File: src/include/sdram_defines.svh
// SDRAM front end sizing
// address, row field, bank count and idle counter widths
// shared by the packages and every front end module

`ifndef SDRAM_DEFINES_SVH
`define SDRAM_DEFINES_SVH

// client word address width
`define SDRAM_AW      22
// row field width and its low bit in the address
`define SDRAM_ROW_W   12
`define SDRAM_ROW_LSB 10
// banks, one client each
`define SDRAM_BANKS   4
// idle close counter width
`define SDRAM_IDLE_W  8

`endif

File: src/verilog/sdram_cfg_pkg.sv
// SDRAM configuration package
// register map of the configuration port and the decoded
// configuration that steers the row tracker and scheduler

`default_nettype none

`include "sdram_defines.svh"

package sdram_cfg_pkg;

    // 1-bit register map
    localparam logic REG_POLICY = 1'b0;
    localparam logic REG_IDLE   = 1'b1;

    typedef struct packed {
        // close the row with every RD/WR
        logic                     auto_pre;
        // idle cycles before closing rows, 0 disables
        logic [`SDRAM_IDLE_W-1:0] idle_limit;
    } cfg_t;

endpackage

`default_nettype wire

File: src/verilog/sdram_cmd_pkg.sv
// SDRAM command package
// command codes, the issued command word, the per-bank client request
// and the idle close request from the row tracker

`default_nettype none

`include "sdram_defines.svh"

package sdram_cmd_pkg;

    typedef enum logic [2:0] {
        NOP = 3'd0,
        ACT = 3'd1,
        PRE = 3'd2,
        RD  = 3'd3,
        WR  = 3'd4
    } cmd_e;

    // one command per cycle, col top bit is auto-precharge
    typedef struct packed {
        cmd_e                      code;
        logic [1:0]                bank;
        logic [`SDRAM_ROW_W-1:0]   row;
        logic [`SDRAM_ROW_LSB-1:0] col;
    } sdram_cmd_t;

    // rd and wr are levels held until done
    typedef struct packed {
        logic [`SDRAM_AW-1:0] addr;
        logic                 rd;
        logic                 wr;
    } bank_req_t;

    // tracker asks to close one bank
    typedef struct packed {
        logic       valid;
        logic [1:0] bank;
    } idle_pre_t;

endpackage

`default_nettype wire

File: src/verilog/sdram_bank_cfg.sv
// SDRAM configuration registers
// auto-precharge policy and idle limit, written by strobe,
// read back combinationally and handed on as one struct

`default_nettype none

`include "sdram_defines.svh"

module sdram_bank_cfg (
    input  wire logic          clk,
    input  wire logic          rst,
    input  wire logic          cfg_wr,
    input  wire logic          cfg_addr,
    input  wire logic [7:0]    cfg_wdata,
    output logic [7:0]         cfg_rdata,
    output sdram_cfg_pkg::cfg_t cfg
);

    // both registers off after reset
    always_ff @(posedge clk or posedge rst) begin
        if (rst) begin
            cfg <= '0;
        end else if (cfg_wr) begin
            case (cfg_addr)
                sdram_cfg_pkg::REG_POLICY: begin
                    // bit 0 only
                    cfg.auto_pre <= cfg_wdata[0];
                end
                sdram_cfg_pkg::REG_IDLE: begin
                    cfg.idle_limit <= cfg_wdata[`SDRAM_IDLE_W-1:0];
                end
                default: begin
                end
            endcase
        end
    end

    // readback of the addressed register
    always_comb begin
        if (cfg_addr == sdram_cfg_pkg::REG_IDLE) begin
            cfg_rdata = 8'(cfg.idle_limit);
        end else begin
            cfg_rdata = {7'd0, cfg.auto_pre};
        end
    end

endmodule

`default_nettype wire

File: src/verilog/sdram_bank_sched.sv
// SDRAM bank scheduler
// round-robin choice among requesting banks, one command per cycle
// PRE and ACT as needed, then RD or WR with a done pulse
// idle close requests fill otherwise empty cycles

`default_nettype none

`include "sdram_defines.svh"

module sdram_bank_sched (
    input  wire logic                                   clk,
    input  wire logic                                   rst,
    input  sdram_cmd_pkg::bank_req_t [`SDRAM_BANKS-1:0] req_l,
    input  wire logic [`SDRAM_BANKS-1:0]                match,
    input  wire logic [`SDRAM_BANKS-1:0]                open,
    input  sdram_cmd_pkg::idle_pre_t                    idle_pre,
    input  sdram_cfg_pkg::cfg_t                         cfg,
    output sdram_cmd_pkg::sdram_cmd_t                   cmd,
    output logic [`SDRAM_BANKS-1:0]                     done
);

    logic [1:0]              rr_ptr;
    logic [`SDRAM_BANKS-1:0] mask;
    logic [`SDRAM_BANKS-1:0] pending;
    logic                    found;
    logic [1:0]              win;

    // requests still waiting, minus a bank just served
    always_comb begin
        for (int b = 0; b < `SDRAM_BANKS; b++) begin
            pending[b] = (req_l[b].rd | req_l[b].wr) & ~mask[b];
        end
    end

    // search starts at the pointer and wraps
    always_comb begin
        logic [1:0] idx;
        found = 1'b0;
        win   = rr_ptr;
        for (int i = 0; i < `SDRAM_BANKS; i++) begin
            idx = rr_ptr + 2'(i);
            if (!found && pending[idx]) begin
                found = 1'b1;
                win   = idx;
            end
        end
    end

    // next step for the winner
    always_comb begin
        cmd  = '{code: sdram_cmd_pkg::NOP, bank: 2'd0, row: '0, col: '0};
        done = '0;
        if (found) begin
            cmd.bank = win;
            cmd.row  = req_l[win].addr[`SDRAM_ROW_LSB +: `SDRAM_ROW_W];
            if (!open[win]) begin
                // closed bank
                cmd.code = sdram_cmd_pkg::ACT;
            end else if (!match[win]) begin
                // other row open
                cmd.code = sdram_cmd_pkg::PRE;
            end else begin
                // row hit, access and finish
                cmd.code  = req_l[win].wr ? sdram_cmd_pkg::WR : sdram_cmd_pkg::RD;
                cmd.col   = {cfg.auto_pre, req_l[win].addr[`SDRAM_ROW_LSB-2:0]};
                done[win] = 1'b1;
            end
        end else if (idle_pre.valid) begin
            // free slot, close an idle bank
            cmd.code = sdram_cmd_pkg::PRE;
            cmd.bank = idle_pre.bank;
        end
    end

    // pointer moves only when a bank completes
    always_ff @(posedge clk or posedge rst) begin
        if (rst) begin
            rr_ptr <= '0;
            mask   <= '0;
        end else begin
            // stale request may linger one cycle after done
            mask <= done;
            if (|done) begin
                rr_ptr <= win + 2'd1;
            end
        end
    end

    // a lingering request never completes a second time right after done
    a_done_masked: assert property (@(posedge clk) disable iff (rst)
        |done |=> !(|(done & $past(done))));

endmodule

`default_nettype wire

File: src/verilog/sdram_frontend.sv
// SDRAM controller request front end
// latch, row tracker, bank scheduler and configuration registers
// for four banks with one level-driven client each

`default_nettype none

`include "sdram_defines.svh"

module sdram_frontend #(
    parameter int LATCH = 0
) (
    input  wire logic                                   clk,
    input  wire logic                                   rst,
    input  sdram_cmd_pkg::bank_req_t [`SDRAM_BANKS-1:0] req,
    input  wire logic                                   prog_en,
    input  wire logic                                   prog_rd,
    input  wire logic                                   prog_wr,
    input  wire logic                                   cfg_wr,
    input  wire logic                                   cfg_addr,
    input  wire logic [7:0]                             cfg_wdata,
    output logic [7:0]                                  cfg_rdata,
    output sdram_cmd_pkg::sdram_cmd_t                   cmd,
    output logic [`SDRAM_BANKS-1:0]                     done
);

    sdram_cmd_pkg::bank_req_t [`SDRAM_BANKS-1:0]    req_l;
    logic [`SDRAM_BANKS-1:0][`SDRAM_ROW_W-1:0]      open_row;
    logic [`SDRAM_BANKS-1:0]                        match;
    logic [`SDRAM_BANKS-1:0]                        open;
    logic                                           noreq;
    sdram_cmd_pkg::idle_pre_t                       idle_pre;
    sdram_cfg_pkg::cfg_t                            cfg;

    // client requests and row hits
    sdram_req_latch #(
        .LATCH(LATCH)
    ) u_latch (
        .clk      (clk),
        .rst      (rst),
        .req      (req),
        .open_row (open_row),
        .prog_en  (prog_en),
        .prog_rd  (prog_rd),
        .prog_wr  (prog_wr),
        .req_l    (req_l),
        .match    (match),
        .noreq    (noreq)
    );

    // open rows, idle close
    sdram_row_track u_track (
        .clk      (clk),
        .rst      (rst),
        .cmd      (cmd),
        .cfg      (cfg),
        .noreq    (noreq),
        .open_row (open_row),
        .open     (open),
        .idle_pre (idle_pre)
    );

    // arbitration and commands
    sdram_bank_sched u_sched (
        .clk      (clk),
        .rst      (rst),
        .req_l    (req_l),
        .match    (match),
        .open     (open),
        .idle_pre (idle_pre),
        .cfg      (cfg),
        .cmd      (cmd),
        .done     (done)
    );

    sdram_bank_cfg u_cfg (
        .clk       (clk),
        .rst       (rst),
        .cfg_wr    (cfg_wr),
        .cfg_addr  (cfg_addr),
        .cfg_wdata (cfg_wdata),
        .cfg_rdata (cfg_rdata),
        .cfg       (cfg)
    );

endmodule

`default_nettype wire

File: src/verilog/sdram_req_latch.sv
// SDRAM request latch
// optionally registers the four bank requests, flags row hits
// against the open rows and reports when nothing is requested

`default_nettype none

`include "sdram_defines.svh"

module sdram_req_latch #(
    parameter int LATCH = 0
) (
    input  wire logic                                           clk,
    input  wire logic                                           rst,
    input  sdram_cmd_pkg::bank_req_t [`SDRAM_BANKS-1:0]         req,
    input  wire logic [`SDRAM_BANKS-1:0][`SDRAM_ROW_W-1:0]      open_row,
    input  wire logic                                           prog_en,
    input  wire logic                                           prog_rd,
    input  wire logic                                           prog_wr,
    output sdram_cmd_pkg::bank_req_t [`SDRAM_BANKS-1:0]         req_l,
    output logic [`SDRAM_BANKS-1:0]                             match,
    output logic                                                noreq
);

    logic prog_rq;
    logic noreq_c;

    // programming access also counts as activity
    assign prog_rq = prog_en & (prog_rd | prog_wr);

    always_comb begin
        noreq_c = ~prog_rq;
        for (int b = 0; b < `SDRAM_BANKS; b++) begin
            if (req[b].rd || req[b].wr) begin
                noreq_c = 1'b0;
            end
        end
    end

    generate
        if (LATCH == 1) begin : g_reg
            // one cycle later, idle after reset
            always_ff @(posedge clk or posedge rst) begin
                if (rst) begin
                    req_l <= '0;
                    noreq <= 1'b1;
                end else begin
                    req_l <= req;
                    noreq <= noreq_c;
                end
            end
        end else begin : g_pass
            // straight through
            always_comb begin
                req_l = req;
                noreq = noreq_c;
            end
        end
    endgenerate

    // row hit against the row open now, so a fresh ACT is seen at once
    always_comb begin
        for (int b = 0; b < `SDRAM_BANKS; b++) begin
            match[b] = req_l[b].addr[`SDRAM_ROW_LSB +: `SDRAM_ROW_W] == open_row[b];
        end
    end

    // clients never ask for both directions at once
    for (genvar b = 0; b < `SDRAM_BANKS; b++) begin : g_chk
        a_rd_wr_excl: assert property (@(posedge clk) disable iff (rst)
            !(req[b].rd && req[b].wr));
    end

endmodule

`default_nettype wire

File: src/verilog/sdram_row_track.sv
// SDRAM row tracker
// follows ACT, PRE and auto-precharge to keep one open row per bank
// and closes rows after a programmable stretch without requests

`default_nettype none

`include "sdram_defines.svh"

module sdram_row_track (
    input  wire logic                                      clk,
    input  wire logic                                      rst,
    input  sdram_cmd_pkg::sdram_cmd_t                      cmd,
    input  sdram_cfg_pkg::cfg_t                            cfg,
    input  wire logic                                      noreq,
    output logic [`SDRAM_BANKS-1:0][`SDRAM_ROW_W-1:0]      open_row,
    output logic [`SDRAM_BANKS-1:0]                        open,
    output sdram_cmd_pkg::idle_pre_t                       idle_pre
);

    logic [`SDRAM_IDLE_W-1:0] idle_cnt;
    logic                     idle_hit;
    logic                     auto_close;

    // top column bit closes the row with the access
    assign auto_close = cmd.col[`SDRAM_ROW_LSB-1];

    // bank state, changes visible next cycle
    always_ff @(posedge clk or posedge rst) begin
        if (rst) begin
            open     <= '0;
            open_row <= '0;
        end else begin
            case (cmd.code)
                sdram_cmd_pkg::ACT: begin
                    open[cmd.bank]     <= 1'b1;
                    open_row[cmd.bank] <= cmd.row;
                end
                sdram_cmd_pkg::PRE: begin
                    open[cmd.bank] <= 1'b0;
                end
                sdram_cmd_pkg::RD, sdram_cmd_pkg::WR: begin
                    if (auto_close) begin
                        open[cmd.bank] <= 1'b0;
                    end
                end
                default: begin
                end
            endcase
        end
    end

    // consecutive quiet cycles, saturates at the limit
    always_ff @(posedge clk or posedge rst) begin
        if (rst) begin
            idle_cnt <= '0;
        end else if (!noreq) begin
            idle_cnt <= '0;
        end else if (idle_cnt < cfg.idle_limit) begin
            idle_cnt <= idle_cnt + 1'b1;
        end
    end

    assign idle_hit = (cfg.idle_limit != '0) && noreq && (idle_cnt >= cfg.idle_limit);

    // lowest open bank first, one per cycle
    always_comb begin
        idle_pre = '0;
        for (int b = `SDRAM_BANKS - 1; b >= 0; b--) begin
            if (open[b]) begin
                idle_pre.bank = 2'(b);
            end
        end
        idle_pre.valid = idle_hit && (|open);
    end

    // scheduler must not reopen or close a bank twice
    a_act_closed: assert property (@(posedge clk) disable iff (rst)
        cmd.code == sdram_cmd_pkg::ACT |-> !open[cmd.bank]);
    a_pre_open: assert property (@(posedge clk) disable iff (rst)
        cmd.code == sdram_cmd_pkg::PRE |-> open[cmd.bank]);

endmodule

`default_nettype wire
File: config.mk
export PLATFORM = sky130hd
export DESIGN_NAME = sdram_frontend
export DESIGN_NICKNAME = d
export VERILOG_FILES = /design/src/verilog/sdram_cfg_pkg.sv /design/src/verilog/sdram_cmd_pkg.sv /design/src/verilog/sdram_bank_cfg.sv /design/src/verilog/sdram_bank_sched.sv /design/src/verilog/sdram_frontend.sv /design/src/verilog/sdram_req_latch.sv /design/src/verilog/sdram_row_track.sv
export VERILOG_INCLUDE_DIRS = /design/src /design/src/include
export SDC_FILE = /design/constraint.sdc
export NUM_CORES = 1
export LEC_CHECK = 0
export ABC_AREA = 1
export ABC_CLOCK_PERIOD_IN_PS = 3660
export BUFFER_PORTS_ARGS = -buffer_cell sky130_fd_sc_hd__buf_2
export CORE_ASPECT_RATIO = 2
export CORE_MARGIN = 2
export CORE_UTILIZATION = 54
export DETAILED_ROUTE_END_ITERATION = 10
export HOLD_SLACK_MARGIN = 0.12
export PLACE_DENSITY = 0.81
export SLEW_MARGIN = 5
export SYNTH_ARGS = -nofsm -noshare
export SYNTH_HDL_FRONTEND = slang
export SYNTH_SLANG_ARGS = --single-unit
File: constraint.sdc
create_clock -name clk -period 3.66 [get_ports clk]
set_input_delay 0.183 -clock clk [delete_from_list [all_inputs] [get_ports clk]]
set_output_delay 0.183 -clock clk [all_outputs]
set_load 0.005 [all_outputs]
## After elaboration in Yosys (flattened, before gate mapping)

Index checks and enable logic that the tools add are counted.

| word-level totals | value |
|---|---|
| logic and storage cells | 129 |
| output and inout bits | 39 |
| input bits | 111 |
| bits in latches | 0 |
| bits in registers | 75 |
| memory bits (writable) | 0 |
| memories kept | 0 |
| ROM bits | 0 |

| operators by class | value |
|---|---|
| shifts and indexed selects | 0 |
| $lt $le $gt $ge | 10 |
| bitwise operators | 19 |
| add/sub/neg operators | 5 |
| multipliers | 0 |
| reductions and logical operators | 23 |
| equality and inequality tests | 10 |
| divide/modulo/power cells | 0 |
| muxes and demuxes | 52 |

Operator list:

| operator | number |
|---|---|
| $bmux 24 s2 | 1 |
| $bwmux 48 | 1 |
| $eq 12x12->1 | 4 |
| $demux 12 s2 | 1 |
| $mux 24 | 1 |
| $mux 8 | 3 |
| $mux 22 | 1 |
| $mux 10 | 2 |
| $mux 4 | 5 |
| $lt 2x3->1 const B | 6 |
| $mux 1 | 16 |
| $mux 2 | 7 |
| $bmux 1 s2 | 6 |
| $mux 12 | 1 |
| $pmux 4 s3 | 1 |
| $mux 3 | 3 |
| $add 8x1->8 const B | 1 |
| $ge 8x8->1 | 1 |
| $logic_and 1x1->1 | 8 |
| $lt 8x8->1 | 1 |
| $reduce_bool 8->1 | 1 |
| $reduce_or 4->1 | 2 |
| $eq 3x2->1 const B | 2 |
| $not 1->1 | 6 |
| 18 further kinds | 38 |

## Depth between registers and ports, before layout

| logic depth | value |
|---|---|
| depth in word-level cells | 28 |
| depth in mapped cells | 23 |
| gate-level depth less buffers | 22 |

## Modules after synthesis

A second synthesis with hierarchy kept.

| second synthesis, totals | value |
|---|---|
| cells, all modules | 932 |
| area, all modules | 6506.2 sq um |

Modules (own cells, without submodules):

| module | cells an instance | area an instance (sq um) | sequential area each (sq um) | instances |
|---|---|---|---|---|
| sdram_row_track | 324 | 2904.0 | 1501.4 | 1 |
| sdram_bank_sched | 280 | 1617.8 | 150.1 | 1 |
| sdram_req_latch | 268 | 1531.5 | 0.0 | 1 |
| sdram_bank_cfg | 60 | 452.9 | 225.2 | 1 |

## Worst setup path after synthesis

OpenSTA, ideal clock, no wires.

| timing | value |
|---|---|
| path type | register to register |
| start point | register u_sched.rr_ptr[0] |
| end point | register u_sched.rr_ptr[0] |
| required time | 3.594 ns |
| setup slack | 1.011 ns |
| arrival | 2.583 ns |
| stages on the path, launching flop included | 17 |
| period minus slack after synthesis | 2.649 ns |
| buffers on the path | 4 |
| library setup time | 0.066 ns |
| cells stage by stage | dfrtp_1 buf_6 xnor2_1 nand3_1 nand2_1 nand2_1 nor2_4 nand3_2 nand2_2 inv_2 buf_2 clkbuf_1 buf_2 ha_1 o41ai_1 nand2_1 nand2_1 |

| on the way | value |
|---|---|
| longest elaborated chain between the ends | 20 |
| elaborated cells between the ends (all ways) | 38 |
| classes of those cells | 4 x add/sub; 2 x order compare; 24 x mux; 8 x reduce/logical |

RTL lines:

| element | RTL line | RTL |
|---|---|---|
| start: declaration | sdram_bank_sched.sv:22 | `logic [1:0] rr_ptr;` |
| start signal: assignment | sdram_bank_sched.sv:84 | `rr_ptr <= win + 2'd1;` |
| parallel branches: the longest is 20 deep, another holds $lt 2x3->1 | n/a |  |

Parallel ways; which one is timed is not known. The select of a mux whose other input is x is not followed.
A chain may end at the register's enable or synchronous reset.

==> run_results.csv <==
group,metric,value,unit
global_routing,grt_antenna_before_repair,0,
setup_path,cp.arrival,3260,ps
drt,routed_wl,15200,um
placed_design,pre_cts_slack,367,ps
die,die_h,147,um
setup_path,end_kind,"output pin",
sta,worst_slew_pin_slew,754,ps
cts,cts-root-buf,"clkbuf_16",
sta,setup_violations,0,
setup_path,cp-start-kind,"flip-flop",
sta,relSlewSlack,0.496,
synth,synthesis.nets,869,
cells_and_area,layout-drive-gt1-share,0.267,
die,coreArea,10000,um^2
sta,fin_ws,221,ps
global_routing,grt_use_met1,0.360,
drt,viasPerCell,5.43,
synth,ys_seq_area_frac,0.342,
global_routing,grt_pass1_vias,5298,
sta,rsz0062_at_grt,"no",
drt,wl_per_cell,14.8,um
cts,cts.sinks,75,
cells_and_area,n_fill_cell,908,
drt,dr.first_iter.drc_count,298,
die,start_util,0.548,
setup_path,path_max_fanout,37,
drt,dr.pass1.iters,5,
die,io_pins,150,
cells_and_area,area_delta_synth_final,21.9,%
job,drv_cap,0,
global_routing,grt_pass1_wl,25000,um
cts,cts_buffers,9,
cts,cts_htree_levels,3,
drt,vias,5588,
setup_path,slowest_delay,510,ps
drt,post-route-drc-count,0,
global_routing,met3_usage,0.0373,
die,rows,52,
cells_and_area,final_nets,1013,
setup_path,cp_cell_sequence,"buf_12 > xor2_4 > nand3_1 > nand2_1 > nand2_1 > nor2_4 > nand3_2 > nand2_2 > buf_6 > buf_4 > nor2_1 > nor2_1 > o21ai_0 > a21oi_2 > buf_2",
global_routing,grt_overflow,0,
cts,cts_tree,"done",
cts,path_clk_slew,60,ps
synth,syn_area_per_cell,7.37,um^2
global_routing,grt_most_used_layer,"met2",
global_routing,grtUsageMet2,0.496,
setup_path,critPathSlowestCell,"dfrtp_2",
cells_and_area,num_antenna_cells,0,
worst_hold_path,hold_class,"in -> reg",
placed_design,hpwl,11500,um
sta,min_period,3440,ps
sta,hold_viol,0,
synth,syn_inst,745,
cts,clock_path_buffers,2,
placed_design,place_congestion,0.907,
sta,slew_violations,0,
die,dieWidth,75.3,um
synth,synthFlopType,"dfrtp_1",
synth,ys_seq_elements,75,
placed_design,io_buffer_count,145,
global_routing,grtUsageTotal,0.290,
global_routing,grt_max_degree,50,
synth,synth_area,5490,um^2
setup_path,cp.required,3480,ps
drt,ant_nets,0,
synth,synth_edf_count,0,
sta,setup_tns,0,ps
cts,clock_latency,330,ps
cells_and_area,final_util,0.668,
sta,clock.fmax,291,MHz
sta,clock_skew,6.62,ps
setup_path,path_class,"reg -> out",
synth,ys_types,40,
outcome,status,"finished, final reports clean",
die,die-area,11000,um^2
synth,async_reset_ff_frac,1.00,
synth,yosysWarnings,0,
sta,period_share,0.940,
[registers in the layout, summed over array words and instances (netlist names), named ones only]
signal,flops
u_sched.mask,4
u_track.idle_cnt,8
u_cfg.cfg,9
u_sched.rr_ptr,2
u_track.open_row,48
[final timing paths]
path	end	slack (ps)	cells past startpoint	from
max	cmd[19]	220	15	u_sched.rr_ptr[0]$_DFFE_PP0P_
min	u_cfg.cfg[3]$_DFFE_PP0P_	130	3	cfg_wdata[3]
max reg2reg	u_track.open_row[35]$_DFFE_PP0P_	510	18	u_sched.rr_ptr[0]$_DFFE_PP0P_
min reg2reg	u_track.open_row[13]$_DFFE_PP0P_	490	2	u_track.open_row[13]$_DFFE_PP0P_
max in group asynchronous	u_sched.rr_ptr[0]$_DFFE_PP0P_	2110	4	rst
min in group asynchronous	u_track.open_row[16]$_DFFE_PP0P_	540	3	rst
[per-layer routing]
metal / wire (um) / vias up
li1: - / 2768
met1: 5980 / 2594
met2: 8090 / 192
met3: 705 / 34
met4: 431 / 0
met5: 0 / -
[layout make-up]
type | instances | area [um^2] | share of cell area
inverters | 71 | 269 | 0.0402
clock buffers | 12 | 256 | 0.0383
clock inverters | 4 | 25.0 | 0.00374
repair buffers | 171 | 985 | 0.147
flip-flops and latches | 75 | 1880 | 0.280
multi-input cells | 561 | 3120 | 0.465
well taps | 135 | 169 | 0.0252
[timing repair]
item                                    CTS  global route
endpoints found under the setup margin    0            18
buffers inserted                          0             2
resized for setup                         0             4
hold endpoints to repair                 42             0
hold buffers                              9             0
[critical path, delay by kind of cell (launching register included)]
| family | cells | cell delay, ps |
|---|---|---|
| and+or+nand+nor | 8 | 820 |
| buffers and inverters | 4 | 930 |
| AOI/OAI and AO/OA | 2 | 460 |
| xor gates and xnor gates | 1 | 190 |
| DFF | 1 | 510 |
[layout by cell type, fill, tap and decap left out, drive strengths merged, types with 2 or more instances in the layout]
| cell | instances |
|---|---|
| nand2 | 196 |
| buf | 162 |
| dfrtp | 75 |
| inv | 71 |
| nor2 | 66 |
| nand4 | 57 |
| o21ai | 41 |
| a21oi | 40 |
| nand3 | 39 |
| xor2 | 34 |
| o211ai | 18 |
| or2 | 14 |
| ha | 13 |
| clkbuf | 12 |
| xnor2 | 11 |
| nor4 | 11 |
| o21bai | 9 |
| dlygate4sd3 | 9 |
| nor3 | 6 |
| nor3b | 2 |
| clkinv | 2 |
| clkinvlp | 2 |
[cell usage after synthesis (9+ instances only)]
master / number / area [um^2]
nor2_1: 59 / 221
a21oi_1: 28 / 140
inv_1: 61 / 229
nand4_1: 53 / 332
inv_2: 10 / 37.5
nor4_1: 11 / 68.8
o211ai_1: 18 / 135
xor2_1: 33 / 289
buf_2: 18 / 90.1
nand2_1: 187 / 702
o21ai_0: 38 / 190
ha_1: 13 / 163
nand3_1: 37 / 185
xnor2_1: 11 / 96.3
o21bai_1: 9 / 67.6
dfrtp_1: 75 / 1880
a21oi_2: 11 / 96.3
or2_2: 14 / 87.6
[through the flow]
step | cell area [um^2] | hold WS (ps) | instances
6_report | 6700 | 127 | 1029
5_1_grt | 6700 | 145 | 1029
4_1_cts | 6660 | 125 | 1027
3_5_place_dp | 6290 | 351 | 1002
3_3_place_gp | 6290 | 343 | 1002
2_1_floorplan | 5490 | 287 | 745
[cells by family after synthesis]
family                   after synthesis  share of synthesized area
buffers and inverters                109                     0.0911
adder cells (fa/ha/maj)               13                     0.0296
XOR/XNOR                              45                     0.0752
flip-flops                            75                      0.342
AO/OA/AOI/OAI                        111                      0.125
AND/OR/NAND/NOR                      392                      0.337
Power is left out: the tool's default activity adds up to more than one toggle a clock period on the data nets, which glitch-free logic cannot reach.
